<file path="src/source/ldrPkg.sv">
//////////////////////////////////////////////////////////////////////
// Types, flash opcodes and timing constants for the flash boot loader
// Delays and BaudDiv count clkH cycles; BaudDiv must be at least 1
// RomWords is expected to be a power of two
//////////////////////////////////////////////////////////////////////
package ldrPkg;

  typedef logic [7:0]  byteT;
  typedef logic [63:0] memWordT;
  // Byte address bits 31 to 3
  typedef logic [28:0] memAddrT;
  typedef logic [31:0] flashAddrT;

  typedef enum logic [7:0] {
    OpResetEnable = 8'h66,
    OpReset       = 8'h99,
    OpWakeUp      = 8'hAB,
    OpReadId      = 8'h9F,
    OpRead3       = 8'h03,
    OpRead4       = 8'h13,
    OpDummy       = 8'hFF
  } flashOpE;

  typedef enum logic [3:0] {
    Idle,
    ResetEnable,
    ResetEnableGap,
    Reset,
    ResetGap,
    WakeUp,
    WakeUpGap,
    IdCmd,
    IdByte,
    IdGap,
    ReadCmd,
    ReadAddr,
    ReadData,
    Done
  } ldrStateE;

  localparam int         BaudDiv     = 3;
  localparam int         BaudCntW    = $clog2(BaudDiv + 1);
  localparam logic [7:0] DelayShort  = 8'd63;
  localparam logic [7:0] DelayLong   = 8'd255;
  localparam byteT       Addr4bLimit = 8'h18;
  localparam memAddrT    RomBase     = 29'h0;
  localparam int         RomWords    = 16;
  localparam int         WordCntW    = $clog2(RomWords);

endpackage

</file>
<file path="src/source/flashBootFsm.sv">
`timescale 1ns/100ps
//////////////////////////////////////////////////////////////////////
// Boot sequencer: reset, wake-up, JEDEC ID, then one read transaction
// The packer must raise wordPending on the edge that takes the 8th byte
// clear stays high outside ReadData so command bytes are not packed
//////////////////////////////////////////////////////////////////////
module flashBootFsm (
  input  logic              clkH,
  input  logic              arstN,
  input  logic              startValid,
  input  ldrPkg::flashAddrT startAddr,
  input  logic              byteBusy,
  input  logic              rxValid,
  input  ldrPkg::byteT      rxByte,
  input  logic              wordPending,
  input  logic              lastWritten,
  output logic              startReady,
  output logic              byteSend,
  output ldrPkg::byteT      txByte,
  output logic              spiCsN,
  output logic              clear,
  output logic              busy,
  output logic              done,
  output ldrPkg::byteT      sizeCode
);
  import ldrPkg::*;

  ldrStateE   state;
  ldrStateE   stateNext;
  flashAddrT  flashAddr;
  logic [7:0] delayCnt;
  logic [1:0] byteCnt;
  logic       byteIssued;
  logic       delayZero;
  logic       lastByte;
  logic       addr4b;
  logic       dataHold;

  // States that move bytes with chip select low
  function automatic logic isCmd(ldrStateE s);
    return s inside {ResetEnable, Reset, WakeUp, IdCmd, IdByte,
                     ReadCmd, ReadAddr, ReadData};
  endfunction

  assign delayZero = delayCnt == 8'h0;
  assign lastByte  = byteCnt == 2'd0;
  assign addr4b    = sizeCode > Addr4bLimit;
  assign dataHold  = (state == ReadData) && wordPending;

  assign startReady = state == Idle;
  assign busy       = !(state inside {Idle, Done});
  assign done       = state == Done;
  assign clear      = state != ReadData;
  assign byteSend   = isCmd(state) && !byteIssued && !byteBusy && !dataHold;

  always_comb begin
    case (state)
      ResetEnable: txByte = OpResetEnable;
      Reset:       txByte = OpReset;
      WakeUp:      txByte = OpWakeUp;
      IdCmd:       txByte = OpReadId;
      ReadCmd:     txByte = addr4b ? OpRead4 : OpRead3;
      // Address goes out MSB first
      ReadAddr:    txByte = flashAddr[{byteCnt, 3'b000} +: 8];
      default:     txByte = OpDummy;
    endcase
  end

  always_comb begin
    stateNext = state;
    case (state)
      Idle:           if (startValid) stateNext = ResetEnable;
      ResetEnable:    if (rxValid) stateNext = ResetEnableGap;
      ResetEnableGap: if (delayZero) stateNext = Reset;
      Reset:          if (rxValid) stateNext = ResetGap;
      ResetGap:       if (delayZero) stateNext = WakeUp;
      WakeUp:         if (rxValid) stateNext = WakeUpGap;
      WakeUpGap:      if (delayZero) stateNext = IdCmd;
      IdCmd:          if (rxValid) stateNext = IdByte;
      IdByte:         if (rxValid && lastByte) stateNext = IdGap;
      IdGap:          if (delayZero) stateNext = ReadCmd;
      ReadCmd:        if (rxValid) stateNext = ReadAddr;
      ReadAddr:       if (rxValid && lastByte) stateNext = ReadData;
      ReadData:       if (lastWritten) stateNext = Done;
      default:        stateNext = Idle;
    endcase
  end

  always_ff @(posedge clkH or negedge arstN) begin
    if (!arstN) begin
      state      <= Idle;
      spiCsN     <= 1'b1;
      byteIssued <= 1'b0;
      byteCnt    <= 2'd0;
      delayCnt   <= 8'h0;
      sizeCode   <= 8'h0;
    end else begin
      state  <= stateNext;
      spiCsN <= !isCmd(stateNext);
      if (byteSend) begin
        byteIssued <= 1'b1;
      end else if (rxValid) begin
        byteIssued <= 1'b0;
      end
      if (!delayZero) begin
        delayCnt <= delayCnt - 8'd1;
      end
      if (rxValid) begin
        case (state)
          ResetEnable:   delayCnt <= DelayShort;
          Reset, WakeUp: delayCnt <= DelayLong;
          IdCmd:         byteCnt <= 2'd2;
          IdByte: begin
            byteCnt <= byteCnt - 2'd1;
            // Third ID byte is the density code
            if (lastByte) begin
              sizeCode <= rxByte;
              delayCnt <= DelayLong;
            end
          end
          ReadCmd:       byteCnt <= addr4b ? 2'd3 : 2'd2;
          ReadAddr:      byteCnt <= byteCnt - 2'd1;
          default: ;
        endcase
      end
    end
  end

  always_ff @(posedge clkH) begin
    if (startValid && startReady) begin
      flashAddr <= startAddr;
    end
  end

endmodule

</file>
<file path="src/source/flashLoader.sv">
`timescale 1ns/100ps
//////////////////////////////////////////////////////////////////////
// Flash boot loader top: one start copies RomWords words from SPI flash
// memWrValid holds address and data until memWrReady is seen
//////////////////////////////////////////////////////////////////////
module flashLoader (
  input  logic              clkH,
  input  logic              arstN,
  input  logic              startValid,
  input  ldrPkg::flashAddrT startAddr,
  output logic              startReady,
  output logic              spiSck,
  output logic              spiMosi,
  input  logic              spiMiso,
  output logic              spiCsN,
  output logic              memWrValid,
  output ldrPkg::memAddrT   memWrAddr,
  output ldrPkg::memWordT   memWrData,
  input  logic              memWrReady,
  output logic              busy,
  output logic              done,
  output ldrPkg::byteT      sizeCode
);
  import ldrPkg::*;

  logic byteSend;
  logic byteBusy;
  logic rxValid;
  logic clear;
  logic wordPending;
  logic lastWritten;
  byteT txByte;
  byteT rxByte;

  flashBootFsm bootFsm_i (
    .clkH(clkH), .arstN(arstN),
    .startValid(startValid), .startAddr(startAddr), .startReady(startReady),
    .byteBusy(byteBusy), .rxValid(rxValid), .rxByte(rxByte),
    .wordPending(wordPending), .lastWritten(lastWritten),
    .byteSend(byteSend), .txByte(txByte), .spiCsN(spiCsN), .clear(clear),
    .busy(busy), .done(done), .sizeCode(sizeCode)
  );

  spiByteEngine spiEngine_i (
    .clkH(clkH), .arstN(arstN),
    .byteSend(byteSend), .txByte(txByte), .spiMiso(spiMiso),
    .byteBusy(byteBusy), .rxValid(rxValid), .rxByte(rxByte),
    .spiSck(spiSck), .spiMosi(spiMosi)
  );

  romWordPacker packer_i (
    .clkH(clkH), .arstN(arstN), .clear(clear),
    .rxValid(rxValid), .rxByte(rxByte), .memWrReady(memWrReady),
    .wordPending(wordPending), .lastWritten(lastWritten),
    .memWrValid(memWrValid), .memWrAddr(memWrAddr), .memWrData(memWrData)
  );

endmodule

</file>
<file path="src/source/romWordPacker.sv">
`timescale 1ns/100ps
//////////////////////////////////////////////////////////////////////
// Packs SPI bytes into little-endian 64-bit ROM words
// Expects no new byte while wordPending is high
//////////////////////////////////////////////////////////////////////
module romWordPacker (
  input  logic            clkH,
  input  logic            arstN,
  input  logic            clear,
  input  logic            rxValid,
  input  ldrPkg::byteT    rxByte,
  input  logic            memWrReady,
  output logic            wordPending,
  output logic            lastWritten,
  output logic            memWrValid,
  output ldrPkg::memAddrT memWrAddr,
  output ldrPkg::memWordT memWrData
);
  import ldrPkg::*;

  logic [2:0]          byteCnt;
  logic [WordCntW-1:0] wordCnt;
  logic                wordXfer;

  assign wordXfer    = memWrValid && memWrReady;
  assign wordPending = memWrValid;
  assign lastWritten = wordXfer && (wordCnt == WordCntW'(RomWords - 1));

  always_ff @(posedge clkH or negedge arstN) begin
    if (!arstN) begin
      memWrValid <= 1'b0;
      byteCnt    <= 3'd0;
      wordCnt    <= '0;
      memWrAddr  <= RomBase;
    end else if (clear) begin
      memWrValid <= 1'b0;
      byteCnt    <= 3'd0;
      wordCnt    <= '0;
      memWrAddr  <= RomBase;
    end else begin
      if (rxValid) begin
        byteCnt <= byteCnt + 3'd1;
        if (byteCnt == 3'd7) begin
          memWrValid <= 1'b1;
        end
      end
      if (wordXfer) begin
        memWrValid <= 1'b0;
        wordCnt    <= wordCnt + WordCntW'(1);
        memWrAddr  <= memWrAddr + 29'd1;
      end
    end
  end

  // First byte drifts down to bits 7:0
  always_ff @(posedge clkH) begin
    if (rxValid && !clear) begin
      memWrData <= {rxByte, memWrData[63:8]};
    end
  end

endmodule

</file>
<file path="src/source/spiByteEngine.sv">
`timescale 1ns/100ps
//////////////////////////////////////////////////////////////////////
// SPI mode 0 byte master, MSB first, SCK idles low
// One byte takes 16 x BaudDiv cycles; byteSend is honoured only while
// byteBusy is low. Chip select is left to the caller
//////////////////////////////////////////////////////////////////////
module spiByteEngine (
  input  logic         clkH,
  input  logic         arstN,
  input  logic         byteSend,
  input  ldrPkg::byteT txByte,
  input  logic         spiMiso,
  output logic         byteBusy,
  output logic         rxValid,
  output ldrPkg::byteT rxByte,
  output logic         spiSck,
  output logic         spiMosi
);
  import ldrPkg::*;

  logic [BaudCntW-1:0] baudCnt;
  logic [3:0]          halfCnt;
  logic                baudTick;
  byteT                txShift;

  // End of one SCK half period
  assign baudTick = byteBusy && (baudCnt == BaudCntW'(BaudDiv - 1));
  assign spiMosi  = txShift[7];

  always_ff @(posedge clkH or negedge arstN) begin
    if (!arstN) begin
      byteBusy <= 1'b0;
      rxValid  <= 1'b0;
      spiSck   <= 1'b0;
      baudCnt  <= '0;
      halfCnt  <= 4'd0;
    end else begin
      rxValid <= 1'b0;
      if (byteSend && !byteBusy) begin
        byteBusy <= 1'b1;
        baudCnt  <= '0;
        halfCnt  <= 4'd0;
      end else if (baudTick) begin
        baudCnt <= '0;
        spiSck  <= !spiSck;
        halfCnt <= halfCnt + 4'd1;
        // Sixteenth edge brings SCK back low
        if (halfCnt == 4'd15) begin
          byteBusy <= 1'b0;
          rxValid  <= 1'b1;
        end
      end else if (byteBusy) begin
        baudCnt <= baudCnt + BaudCntW'(1);
      end
    end
  end

  // Next bit goes out after each falling edge
  always_ff @(posedge clkH or negedge arstN) begin
    if (!arstN) begin
      txShift <= 8'h0;
    end else if (byteSend && !byteBusy) begin
      txShift <= txByte;
    end else if (baudTick && spiSck) begin
      txShift <= {txShift[6:0], 1'b0};
    end
  end

  // Sample on the rising edge
  always_ff @(posedge clkH) begin
    if (baudTick && !spiSck) begin
      rxByte <= {rxByte[6:0], spiMiso};
    end
  end

endmodule

</file>
<file path="config.mk">
export PLATFORM = sky130hd
export DESIGN_NAME = flashLoader
export DESIGN_NICKNAME = d
export VERILOG_FILES = /design/src/source/ldrPkg.sv /design/src/source/flashBootFsm.sv /design/src/source/flashLoader.sv /design/src/source/romWordPacker.sv /design/src/source/spiByteEngine.sv
export SDC_FILE = /design/constraint.sdc
export NUM_CORES = 1
export LEC_CHECK = 0
export BUFFER_PORTS_ARGS = -buffer_cell sky130_fd_sc_hd__buf_2
export CAP_MARGIN = 15
export CORE_MARGIN = 2
export CORE_UTILIZATION = 43
export DETAILED_ROUTE_END_ITERATION = 12
export PLACE_DENSITY = 0.64
export SLEW_MARGIN = 15
export SYNTH_ARGS = -nofsm -noshare
export SYNTH_HDL_FRONTEND = slang
export SYNTH_SLANG_ARGS = --single-unit
export TNS_END_PERCENT = 50
</file>
<file path="constraint.sdc">
create_clock -name clkH -period 9.18 [get_ports clkH]
set_clock_uncertainty 0.15 [all_clocks]
set_input_delay 1.836 -clock clkH [delete_from_list [all_inputs] [get_ports clkH]]
set_output_delay 1.836 -clock clkH [all_outputs]
set_load 0.01 [all_outputs]
</file>
* Word-level counts from Yosys, hierarchy flattened *
Index checks and enable logic that the tools add are counted.

cells by class
  add/sub/neg operators = 7
  multipliers = 0
  div/mod/pow operators = 0
  order comparisons = 1
  equality and inequality tests = 26
  shifts and indexed selects = 1
  mux-type cells = 47
  bitwise gates (word level) = 1
  reduce and logical (&&, ||, !) cells = 43

operators with widths
  operator                                                                          number
  4-bit 2-to-1 mux                                                                  17
  29-bit 2-to-1 mux                                                                 2
  4-bit case mux with 13 select lines                                               1
  4-bit equality test (second input constant)                                       12
  8-bit case mux with 6 select lines                                                1
  8-bit 2-to-1 mux                                                                  5
  32-bit by 6-bit indexed part select with 8-bit output                             1
  29-bit by 1-bit adder with 29-bit output (second input constant)                  1
  4-bit by 3-bit equality test with 1-bit output (second input constant)            6
  8-bit case mux with 3 select lines                                                1
  8-bit nonzero test                                                                2
  2-bit nonzero test                                                                7
  1-bit logical AND                                                                 13
  1-bit 2-to-1 mux                                                                  13
  4-bit by 2-bit equality test with 1-bit output (second input constant)            3
  3-bit nonzero test                                                                4
  4-bit by 1-bit adder with 4-bit output (second input constant)                    2
  4-bit by 1-bit equality test with 1-bit output (second input constant)            2
  8-bit by 5-bit greater-than comparator with 1-bit output (second input constant)  1
  8-bit logical NOT                                                                 1
  2-bit AND reduction                                                               4
  8-bit by 1-bit subtractor with 8-bit output (second input constant)               1
  1-bit logical NOT                                                                 7
  2-bit 2-to-1 mux                                                                  3
  14 further kinds                                                                  16

word-level totals
  register bits = 182
  bits in latches = 0
  bits in writable memories = 0
  bits in read-only memories = 0
  bits of input ports = 37
  output and inout bits = 108
  memories = 0

* Logic depth before layout (Yosys ltp) *
Gate-level depths: netlist (run 1).

  word-level depth = 8
  gate-level depth with buffers = 8
  gate-level depth less buffers = 7

* Modules after synthesis *
Synthesis (run 1) repeated with hierarchy kept, for this count alone.

second synthesis, totals
  cell total of the unflattened synthesis = 545
  area total of the unflattened synthesis = 7509.7 um^2

modules (own cells, without submodules)
  module         times used  cells each  area an instance (um^2)  seq. area each (um^2)
  romWordPacker  1           261         3798.6                   2847.7
  flashBootFsm   1           212         2683.8                   1562.7
  spiByteEngine  1           72          1027.2                   665.6

* Least setup slack after synthesis (run 1) *
OpenSTA, ideal clock, no wires.

  path kind = flip-flop to flip-flop
  start = register bootFsm_i.state[0]
  end = register packer_i.memWrData[0] (enable)
  arrival time = 3797 ps
  data required time = 8543 ps
  slack = 4747 ps
  cell stages (with the launch flop) = 6
  period minus slack after synthesis = 4433 ps
  cell sequence = dfrtp_1 -> clkbuf_2 -> nand4bb_1 -> clkbuf_1 -> clkbuf_1 -> nor2_1

on the way
  cells in the longest elaborated chain, start to end = 3

RTL lines
  element                 RTL line             source
  from (decl)             flashBootFsm.sv:28   ldrStateE state;
  from (signal assigned)  flashBootFsm.sv:91   state <= Idle;
  from (signal assigned)  flashBootFsm.sv:98   state <= stateNext;
  4-bit inequality test   flashBootFsm.sv:53   assign clear = state != ReadData;
  1-bit logical NOT       romWordPacker.sv:57  if (rxValid && !clear) begin
  1-bit logical AND       romWordPacker.sv:57
  to (signal assigned)    romWordPacker.sv:58  memWrData <= {rxByte, memWrData[63:8]};
  to (decl)               romWordPacker.sv:17  output ldrPkg::memWordT memWrData

No other way between the ends.
A chain may end at the register's enable or synchronous reset.

* Final worst setup path (run 1) *
  start = register bootFsm_i.state[0]
  end = output busy

on the way
  cells in the longest elaborated chain, start to end = 3

RTL lines
  element                                                          RTL line            source
  4-bit equality test / 4-bit logical NOT (equally long branches)  flashBootFsm.sv:51  assign busy = !(state inside {Idle, Done});
  2-bit nonzero test *                                             flashBootFsm.sv:51
  1-bit logical NOT *                                              flashBootFsm.sv:51
  to (decl)                                                        flashLoader.sv:20   output logic busy,

Every way passes the cells marked *; elsewhere a longest branch is shown, timed or not.

==> results of run 1 <==
==> worst min path at each step <==
stage	start	endpoint	slack, ns	depth (start not counted)
6_report	packer_i.memWrData[36]	packer_i.memWrData[28]	0.29	0
5_1_grt	packer_i.memWrData[44]	packer_i.memWrData[36]	0.31	0
4_1_cts	packer_i.memWrData[50]	packer_i.memWrData[42]	0.29	0
3_5_place_dp	packer_i.memWrData[47]	packer_i.memWrData[39]	0.28	0
3_3_place_gp	packer_i.memWrData[8]	packer_i.memWrData[0]	0.27	0
2_1_floorplan	spiEngine_i.rxByte[7]	packer_i.memWrData[63]	0.27	0
==> cell type report <==
cell class                      instances  area share, %
Clock inverter                         15           1.75
Multi-Input combinational cell        322           24.9
Tap cell                              225           3.15
Clock buffer                           17           4.76
Sequential cell                       182           56.8
Timing Repair Buffer                  147           8.34
Inverter                                8          0.336
==> synth_stat cells, drive strengths merged (8+ instances only) <==
master	count	share of area (%)
nor3	8	0.69
ha	8	1.3
nand4	20	1.9
dfrtp	77	26
nor2	64	3.2
o21ai	18	1.2
edfxtp	104	42
clkbuf	13	0.69
xnor2	12	1.4
a21oi	15	1.0
inv	8	0.40
mux4	8	2.4
nand2b	9	0.76
nand2	35	1.8
xor2	30	3.5
buf	10	0.67
mux2	10	1.5
nand3	17	1.1
==> routing by layer <==
| layer | vias up | routed length (µm) | part of all wire, % | global-route usage, % |
|---|---|---|---|---|
| li1 | 2255 | - | - | - |
| met1 | 2351 | 6200 | 44 | 21.1 |
| met2 | 149 | 6830 | 48 | 25.6 |
| met3 | 26 | 732 | 5.2 | 3.89 |
| met4 | 0 | 332 | 2.4 | 7.64 |
| met5 | - | 0 | 0 | 0 |
==> power by group <==
part | internal [W] | switching [W] | leakage, nW
logic | 0.00000546 | 0.00000869 | 1.37
clock network | 0.000386 | 0.000332 | 0.288
registers | 0.000860 | 0 | 2.01
==> worst register-to-register path: cells and delay by family, from the launching register on <==
family | cells | cell delay [ns]
simple gates | 4 | 1.21
compound gates | 1 | 0.32
flops | 1 | 0.80
==> through the flow <==
step	worst slack (ns)	cell area, µm²	hold WS (ns)	total power (W)
after floorplan	4.75	7430	0.270	0.000877
after CTS	5.19	8940	0.291	0.00161
after global placement	5.74	8360	0.274	0.000891
final	5.21	8940	0.294	0.00159
after detailed placement	5.67	8360	0.278	0.000892
after global routing	5.09	8940	0.307	0.00165
==> cells by family after synthesis <==
kind of cell / synth area share (%)
AOI/OAI and AO/OA: 6.59
buffers and inverters: 1.77
and+or+nand+nor: 12.8
xor gates and xnor gates: 4.95
DFF: 68.3
adders and majority gates: 1.35
muxes: 4.21
==> flip-flops by register name, indices dropped and copies added, names as in the netlist, 3 cells and up <==
register and count:
bootFsm_i.flashAddr 32, bootFsm_i.delayCnt 8, spiEngine_i.rxByte 8, packer_i.memWrData 64, spiEngine_i.txShift 8, bootFsm_i.sizeCode 8, bootFsm_i.state 4, spiEngine_i.halfCnt 4
packer_i.memWrAddr 29, packer_i.byteCnt 3, packer_i.wordCnt 4
==> results.sh, run 1 <==
export IMPL_outcome="completed"
export IMPL_path_delay_family="flip-flops"
export IMPL_irDropWorstVdd_uv=132
export IMPL_die_h_um=135
export IMPL_grtUsageTotal_pct=16.1
export IMPL_diodes=0
export IMPL_hold_viol=0
export IMPL_io_buffers=144
export IMPL_htree_num_levels=4
export IMPL_cp_max_fo=27
export IMPL_crit_path_start_kind="register"
export IMPL_cp_required_ns=7.19
export IMPL_synth_nets=580
export IMPL_ys_async_sr_fraction_pct=42.9
export IMPL_regArea_um2=5080
export IMPL_grt_setup_unrepaired="false"
export IMPL_reg2reg_slack_ns=6.58
export IMPL_grt_pass1_wl_um=23100
export IMPL_drv_slew=0
export IMPL_cts_root_buf="clkbuf_16"
export IMPL_cp_slowest_cell="dfrtp_1"
export IMPL_period_share_pct=43.3
export IMPL_hp_class="register to register"
export IMPL_die_area_um2=18300
export IMPL_critPathMaxStageDelay_ns=0.80
export IMPL_cp_depth=4
export IMPL_finish_utilization_pct=52.2
export IMPL_nFillCells=1475
export IMPL_powerDensity_nw_per_um2=178
export IMPL_synthFlopType="edfxtp_1"
export IMPL_crit_chain="nor2b_1, and3_1, nor2_1, buf_2"
export IMPL_ant_nets=0
export IMPL_initial_core_util_pct=43.4
export IMPL_setup_tns_ns=0
export IMPL_clk_pin_slew_ns=0.07
export IMPL_yosys_warnings=0
export IMPL_tightest_slew_ns=0.977
export IMPL_clock_sinks=182
export IMPL_post_dp_hpwl_um=9790
export IMPL_cts_hold_buf=0
export IMPL_layout_common_cells="buf_2, edfxtp_1, dfrtp_1"
export IMPL_synth_area_per_cell_um2=13.9
export IMPL_ff2ff_path_depth=5
export IMPL_gp_routability_congestion=0.876
export IMPL_core_area_um2=17100
export IMPL_syn_to_final_growth_pct=20.4
export IMPL_num_rows=48
export IMPL_synth_edf_count=104
export IMPL_finalSetupViolations=0
export IMPL_r2r_end="spiEngine_i.txShift[2]"
export IMPL_maxCapViolCount=0
export IMPL_drt_pass1_iterations=4
export IMPL_crit_end="busy"
export IMPL_io_pins=145
export IMPL_stdcell_count=916
export IMPL_drt_vias_per_instance=5.22
export IMPL_ys_ff_latch=182
export IMPL_critPathKind="register to primary output"
export IMPL_fmax_mhz=252
export IMPL_crit_start="bootFsm_i.state[0]"
export IMPL_cp_arrival_ns=1.99
export IMPL_wl_per_cell_um=15.4
export IMPL_end_kind="primary output"
export IMPL_ys_seq_area_share_pct=68.3
export IMPL_grt_max_degree=79
export IMPL_dr_total_vias=4781
export IMPL_syn_inst=535
export IMPL_slew_limit_headroom_pct=34.8
export IMPL_grt_antenna_before_repair=0
export IMPL_synthDistinctLibCells=63
export IMPL_fin_nets=723
export IMPL_fin_crit_ns=3.97
export IMPL_insertion_delay_ns=0.43
export IMPL_grt_overflow_total=0
export IMPL_drc=0
export IMPL_cts_setup_buffers=0
export IMPL_r2r_start="bootFsm_i.state[0]"
export IMPL_grt_pass1_vias=4561
export IMPL_cts_resized_gates=0
export IMPL_cts_buffer_depth=2
export IMPL_die_w_um=135
export IMPL_routed_wl_um=14100
export IMPL_p_leak_nw=3.67
export IMPL_placedCellCount=884
export IMPL_multi_input_area_um2=2230
export IMPL_final_common_cell="buf_2"
export IMPL_synth_area_um2=7430
export IMPL_first_iter_violations=282
export IMPL_cp_buffers_inverters=1
export IMPL_drive_gt1_share_pct=30.7
export IMPL_cts_tree="done"
export IMPL_cts_buffers_inserted=17
Note: power is estimated with default switching activity, not from simulation.
==> inputs of run 2 (changes only) <==
--- a/config.mk
+++ b/config.mk
@@ -5,12 +5,13 @@
 export SDC_FILE = /design/constraint.sdc
 export NUM_CORES = 1
 export LEC_CHECK = 0
+export ABC_AREA = 1
 export BUFFER_PORTS_ARGS = -buffer_cell sky130_fd_sc_hd__buf_2
 export CAP_MARGIN = 15
 export CORE_MARGIN = 2
 export CORE_UTILIZATION = 43
 export DETAILED_ROUTE_END_ITERATION = 12
-export PLACE_DENSITY = 0.64
+export PLACE_DENSITY = 0.66
 export SLEW_MARGIN = 15
 export SYNTH_ARGS = -nofsm -noshare
 export SYNTH_HDL_FRONTEND = slang
==> constraint.sdc (replaced) <==
create_clock -name clkH -period 3.5 [get_ports clkH]
set_clock_uncertainty 0.15 [all_clocks]
set_input_delay 0.7 -clock clkH [delete_from_list [all_inputs] [get_ports clkH]]
set_output_delay 0.7 -clock clkH [all_outputs]
set_load 0.01 [all_outputs]
==> run 2 against run 1 <==
Net effect:
- first-iteration DRC count increased by 45%
- worst setup slack worse by 4.3 ns
- cell count increased by 24%
- count of clock-buffer cells in the layout unchanged
- design area up 4.3%
- critical path depth grew 4
- worst hold slack worse by 0.0091 ns
- register-to-register slack got worse by 5.7 ns
- clock power grew to 2.8 times the previous value
- via count grew 17%
- sequential share of layout area fell by 2.4 points
- synthesized cell count up 38%
- largest power group unchanged
==> results.sh, run 2 <==
export IMPL_cts_hold_buf=0
export IMPL_grt_setup_unrepaired="false"
export IMPL_cts_setup_buffers=0
export IMPL_yosys_area_top_type_share_pct=40.4
export IMPL_drt_pass1_iterations=5
export IMPL_grt_overflow_total=0
export IMPL_grtUsageTotal_pct=17.5
export IMPL_drc=0
export IMPL_cts_root_buf="clkbuf_16"
export IMPL_use_met2_pct=29.4
export IMPL_synth_area_um2=7730
export IMPL_swShare_pct=21.4
export IMPL_slew_limit_headroom_pct=33.4
export IMPL_cts_buffer_depth=2
export IMPL_critPathKind="register to register"
export IMPL_drv_slew=0
export IMPL_ys_ff_latch=182
export IMPL_crit_chain="inv_1, ha_1, nand4_1, nand2_1, nor2_1, nand2_1, nand2_1, a21oi_1"
export IMPL_cts_tree="done"
export IMPL_routed_wl_um=16000
export IMPL_drt_vias_per_instance=4.94
export IMPL_grt_max_degree=79
export IMPL_initial_core_util_pct=43.5
export IMPL_final_common_cell="nand2_1"
export IMPL_p_switching_w=0.000916
export IMPL_synth_edf_count=104
export IMPL_end_kind="register"
export IMPL_dr_total_vias=5601
export IMPL_seqPwrFrac_pct=52.7
export IMPL_io_pins=145
export IMPL_irDropWorstVdd_uv=322
export IMPL_reg_largest_list="packer_i.memWrData x64, bootFsm_i.flashAddr x32, packer_i.memWrAddr x29"
export IMPL_num_rows=49
export IMPL_cp_max_fo=20
export IMPL_ant_nets=0
export IMPL_fin_crit_ns=2.63
export IMPL_cp_required_ns=3.70
export IMPL_synth_top_area_cell="edfxtp_1"
export IMPL_setup_tns_ns=0
export IMPL_fin_nets=937
export IMPL_timing_critical_path_mode_cell="nand2_1"
export IMPL_stdcell_count=1134
export IMPL_wl_per_cell_um=14.1
export IMPL_p_leak_nw=4.03
export IMPL_reg2reg_slack_ns=0.87
export IMPL_die_w_um=138
export IMPL_finalSetupViolations=0
export IMPL_total_power_w=0.00428
export IMPL_powerDensity_nw_per_um2=459
export IMPL_p_int_w=0.00337
export IMPL_layout_common_cells="nand2_1, buf_2, edfxtp_1"
export IMPL_period_share_pct=75.1
export IMPL_insertion_delay_ns=0.42
export IMPL_tightest_slew_ns=0.999
export IMPL_synth_top_cells_by_count="nand2_1, edfxtp_1, nor2_1"
export IMPL_yosysMostFrequentCell="nand2_1"
export IMPL_placedCellCount=1102
export IMPL_synthDistinctLibCells=37
export IMPL_crit_path_start_kind="register"
export IMPL_synth_area_per_cell_um2=10.5
export IMPL_cp_arrival_ns=2.83
export IMPL_diodes=0
export IMPL_nFillCells=1606
export IMPL_critPathMaxStageDelay_ns=0.59
export IMPL_hp_class="input pin to asynchronous set/reset pin"
export IMPL_yosys_warnings=0
export IMPL_cts_buffers_inserted=17
export IMPL_fmax_mhz=380
export IMPL_synth_nets=785
export IMPL_grt_pass1_vias=5560
export IMPL_hold_viol=0
export IMPL_outcome="completed"
export IMPL_first_iter_violations=409
export IMPL_core_area_um2=17800
export IMPL_use_met1_pct=22.3
export IMPL_cts_resized_gates=0
export IMPL_power_frac_clock_pct=46.5
export IMPL_post_dp_hpwl_um=11100
export IMPL_drive_gt1_share_pct=22.5
export IMPL_cp_slowest_cell="dfrtp_1"
export IMPL_syn_to_final_growth_pct=20.6
export IMPL_synthFlopType="edfxtp_1"
export IMPL_maxCapViolCount=0
export IMPL_grtUsageMet3_pct=4.19
export IMPL_io_buffers=144
export IMPL_grt_pass1_wl_um=27100
export IMPL_ys_seq_area_share_pct=65.6
export IMPL_top_register="packer_i.memWrData"
export IMPL_synth_area_leaders="edfxtp_1, dfrtp_1, nand2_1"
export IMPL_syn_inst=740
export IMPL_clock_sinks=182
export IMPL_largest_reg_flops=64
export IMPL_finish_utilization_pct=52.5
export IMPL_power_frac_comb_pct=0.9
export IMPL_clk_pin_slew_ns=0.07
export IMPL_ys_async_sr_fraction_pct=42.9
export IMPL_gp_routability_congestion=0.878
export IMPL_die_h_um=138
export IMPL_die_area_um2=19100
export IMPL_busiest_layer="met2"
export IMPL_grt_antenna_before_repair=0
export IMPL_htree_num_levels=4
==> run 2: cell count changes after synthesis, moves of 9 or more <==
cell | previous run | this run
nand2_1 | 34 | 150
inv_1 | 8 | 84
xnor2_1 | 12 | 0
nand3_1 | 17 | 58
a21oi_1 | 15 | 29
nor2_1 | 64 | 90
nand4_1 | 19 | 9
nand2b_1 | 9 | 0
o21ai_0 | 18 | 52
clkbuf_1 | 11 | 2
xor2_1 | 30 | 6
==> run 2: per-stage QoR <==
step,hold slack [ns],area (µm²),setup WS (ns)
4_1_cts,0.274,9330,0.865
3_5_place_dp,0.276,8700,0.875
3_3_place_gp,0.274,8700,0.996
2_1_floorplan,0.254,7740,0.245
6_report,0.285,9330,0.871
5_1_grt,0.268,9330,0.560
==> run 2: cells by family (layout without fill, tap and decap cells) <==
family	after synthesis	count (layout)	share of synthesized area [%]
flip-flops	182	182	65.6
AO/OA/AOI/OAI	99	99	6.79
XOR/XNOR	6	6	0.679
multiplexers	8	8	1.16
adder cells (fa/ha/maj)	8	8	1.29
buffers and inverters	100	265	5.26
AND/OR/NAND/NOR	337	337	19.2
==> run 2: critical path: cells and delay by family, from the launching register on <==
family,cells,cell delay [ns]
simple gates,5,0.95
fa+ha+maj,1,0.28
flops,1,0.59
compound gates,1,0.14
buf+inv,1,0.44
==> run 2: power by group through the flow <==
stage	Combinational (W)	Sequential [W]	Clock [W]
global placement	0.0000387	0.00230	0
floorplan	0.00000000139	0.00230	0
CTS	0.0000389	0.00225	0.00204
global route	0.0000434	0.00225	0.00211
finish	0.0000369	0.00225	0.00199
detailed placement	0.0000389	0.00230	0
==> run 2: per-layer routing <==
metal	part of all wire, %	up-vias	wire (µm)
li1	-	2790	-
met1	44	2664	7030
met2	51	133	8090
met3	4.0	14	648
met4	1.5	0	239
met5	0	-	0
==> run 2: final timing paths <==
path / start / to / depth (start not counted)
hold / removal: arstN / packer_i.memWrAddr[14] / 1
hold reg to reg: packer_i.memWrData[63] / packer_i.memWrData[55] / 0
setup / recovery: bootFsm_i.byteCnt[0] / bootFsm_i.spiCsN / 8
setup reg to reg: bootFsm_i.byteCnt[0] / bootFsm_i.spiCsN / 8
max in group asynchronous: arstN / spiEngine_i.baudCnt[1] / 1
min in group clkH: packer_i.memWrData[63] / packer_i.memWrData[55] / 0
==> run 2: final cells by class <==
class                   instances  area (µm²)  area share, %
flip-flops and latches        182        5080           54.4
multi-input cells             458        2260           24.2
repair buffers                147         758           8.13
clock buffers                  17         425           4.56
inverters                      86         323           3.46
well taps                     229         287           3.07
clock inverters                15         203           2.17
==> inputs of run 3 (changes only) <==
--- a/config.mk
+++ b/config.mk
@@ -11,7 +11,7 @@
 export CORE_MARGIN = 2
 export CORE_UTILIZATION = 43
 export DETAILED_ROUTE_END_ITERATION = 12
-export PLACE_DENSITY = 0.66
+export PLACE_DENSITY = 0.63
 export SLEW_MARGIN = 15
 export SYNTH_ARGS = -nofsm -noshare
 export SYNTH_HDL_FRONTEND = slang
==> constraint.sdc (replaced) <==
create_clock -name clkH -period 2.5 [get_ports clkH]
set_clock_uncertainty 0.15 [all_clocks]
set_input_delay 0.5 -clock clkH [delete_from_list [all_inputs] [get_ports clkH]]
set_output_delay 0.5 -clock clkH [all_outputs]
set_load 0.01 [all_outputs]
==> run 3 against run 2 <==
Net effect:
- utilization grew 0.12 points
- count of clock-buffer cells in the layout is the same
- worst hold slack lost 0.19 ns
- power grew 35%
- sequential cell count is the same
- sequential power grew 40%
- first-iteration DRC count shrank 25%
- cell count grew 0.79%
- critical path type is now register to primary output
- highest routed layer unchanged
==> results.sh, run 3 (same netlist as run 2, synthesis figures left out) <==
export IMPL_cts_root_buf="clkbuf_16"
export IMPL_fin_nets=946
export IMPL_p_leak_nw=4.05
export IMPL_finish_utilization_pct=52.6
export IMPL_end_kind="primary output"
export IMPL_routed_wl_um=15900
export IMPL_core_area_um2=17800
export IMPL_io_pins=145
export IMPL_hp_class="input pin to register"
export IMPL_ant_nets=0
export IMPL_first_iter_violations=307
export IMPL_regArea_um2=5080
export IMPL_stdcell_count=1143
export IMPL_top_register="packer_i.memWrData"
export IMPL_p_int_w=0.00450
export IMPL_period_share_pct=89.6
export IMPL_largest_reg_flops=64
export IMPL_critPathKind="register to primary output"
export IMPL_drc=0
export IMPL_reg_largest_list="packer_i.memWrData x64, bootFsm_i.flashAddr x32, packer_i.memWrAddr x29"
export IMPL_gp_routability_congestion=0.912
export IMPL_syn_to_final_growth_pct=20.9
export IMPL_drt_pass1_iterations=6
export IMPL_grt_setup_unrepaired="false"
export IMPL_fin_crit_ns=2.24
export IMPL_cts_tree="done"
export IMPL_clock_sinks=182
export IMPL_place_area_um2=8780
export IMPL_insertion_delay_ns=0.43
export IMPL_drive_gt1_share_pct=23.1
export IMPL_seqPwrFrac_pct=54.8
export IMPL_post_dp_hpwl_um=11300
export IMPL_grt_antenna_before_repair=0
export IMPL_diodes=0
export IMPL_initial_core_util_pct=43.5
export IMPL_grt_pass1_wl_um=26400
export IMPL_fin_area_um2=9350
export IMPL_cts_resized_gates=0
export IMPL_hold_viol=0
export IMPL_drv_slew=0
export IMPL_final_common_cell="nand2_1"
export IMPL_powerDensity_nw_per_um2=616
export IMPL_grt_max_degree=68
export IMPL_num_rows=49
export IMPL_grtUsageTotal_pct=17.2
export IMPL_whs_ns=0.0906
export IMPL_wl_per_cell_um=13.9
export IMPL_placedCellCount=1110
export IMPL_timing_critical_path_mode_cell="nor2_1"
export IMPL_grt_overflow_total=0
export IMPL_cp_max_fo=7
export IMPL_power_frac_comb_pct=1.0
export IMPL_irDropWorstVdd_uv=475
export IMPL_maxCapViolCount=0
export IMPL_crit_chain="inv_2, nand2_1, nor2_1, nor2_1, buf_2"
export IMPL_die_h_um=138
export IMPL_drt_vias_per_instance=4.94
export IMPL_layout_common_cells="nand2_1, buf_2, edfxtp_1"
export IMPL_critPathMaxStageDelay_ns=0.47
export IMPL_multi_input_area_um2=2260
export IMPL_cts_buffers_inserted=17
export IMPL_nFillCells=1593
export IMPL_grt_pass1_vias=5306
export IMPL_outcome="completed"
export IMPL_power_frac_clock_pct=44.2
export IMPL_r2r_start="bootFsm_i.byteCnt[1]"
export IMPL_dr_total_vias=5646
export IMPL_finalSetupViolations=0
export IMPL_slew_limit_headroom_pct=59.8
export IMPL_htree_num_levels=4
export IMPL_die_w_um=138
export IMPL_fmax_mhz=446
export IMPL_cp_slowest_cell="dfrtp_1"
export IMPL_crit_path_start_kind="register"
export IMPL_hold_start="startAddr[14]"
export IMPL_p_switching_w=0.00126
export IMPL_cts_buffer_depth=2
export IMPL_cp_required_ns=1.85
export IMPL_io_buffers=144
export IMPL_setup_tns_ns=0
export IMPL_tightest_slew_ns=0.600
export IMPL_cp_arrival_ns=1.59
export IMPL_crit_start="bootFsm_i.state[1]"
export IMPL_die_area_um2=19100
export IMPL_clk_pin_slew_ns=0.07
export IMPL_swShare_pct=21.9
==> run 3: changes by cell type in the layout (fill, tap and decap cells not counted), sizes merged <==
cell | previous run | this run
buf | 147 | 155
clkinv | 6 | 9
bufinv | 2 | 0
clkinvlp | 1 | 0
dlygate4sd3 | 0 | 1
==> run 3: layout make-up <==
cell class              instances  area share, %
repair buffers                156           8.99
multi-input cells             458           24.2
inverters                      86           3.45
clock buffers                  17           4.55
well taps                     229           3.06
flip-flops and latches        182           54.3
clock inverters                15           1.49
==> run 3: path summary, 6_finish.rpt <==
path,to,slack (ns),cells past startpoint
setup / recovery,busy,0.26,5
hold / removal,bootFsm_i.flashAddr[14],0.09,1
setup reg to reg,bootFsm_i.spiCsN,0.39,8
hold reg to reg,packer_i.memWrData[46],0.29,0
max in group asynchronous,spiEngine_i.txShift[5],1.17,3
min in group asynchronous,packer_i.memWrAddr[23],0.43,2
==> run 3: power groups by stage <==
| stage | logic, W | registers (W) | clock network, W |
|---|---|---|---|
| finish | 0.0000594 | 0.00316 | 0.00255 |
| floorplan | 0.00000000149 | 0.00322 | 0 |
| CTS | 0.0000622 | 0.00316 | 0.00261 |
| global route | 0.0000692 | 0.00316 | 0.00272 |
| detailed placement | 0.0000610 | 0.00322 | 0 |
| global placement | 0.0000612 | 0.00322 | 0 |
==> run 3: repair_timing <==
item / in CTS / in global routing
setup buffers: 0 / 0
endpoints found under the hold margin: 34 / 0
hold buffers: 1 / 0
==> run 3: metrics by stage <==
| step | setup WS (ns) | total power (W) |
|---|---|---|
| floorplan | 0.0277 | 0.00322 |
| global placement | 0.442 | 0.00328 |
| detailed placement | 0.412 | 0.00328 |
| CTS | 0.251 | 0.00583 |
| global route | 0.164 | 0.00595 |
| finish | 0.259 | 0.00576 |
==> run 3: routing by layer <==
metal,part of all wire [%],wire length [µm],track usage (%)
met1,46,7360,23.2
met2,47,7520,27.4
met3,5.0,797,4.12
met4,1.6,248,6.23
met5,0,0,0
==> run 3: worst max-delay path, delay by kind of cell, from the launching register on <==
kind	cells	cell delay (ns)
AND/OR/NAND/NOR	3	0.43
buffers and inverters	2	0.26
flip-flops	1	0.47
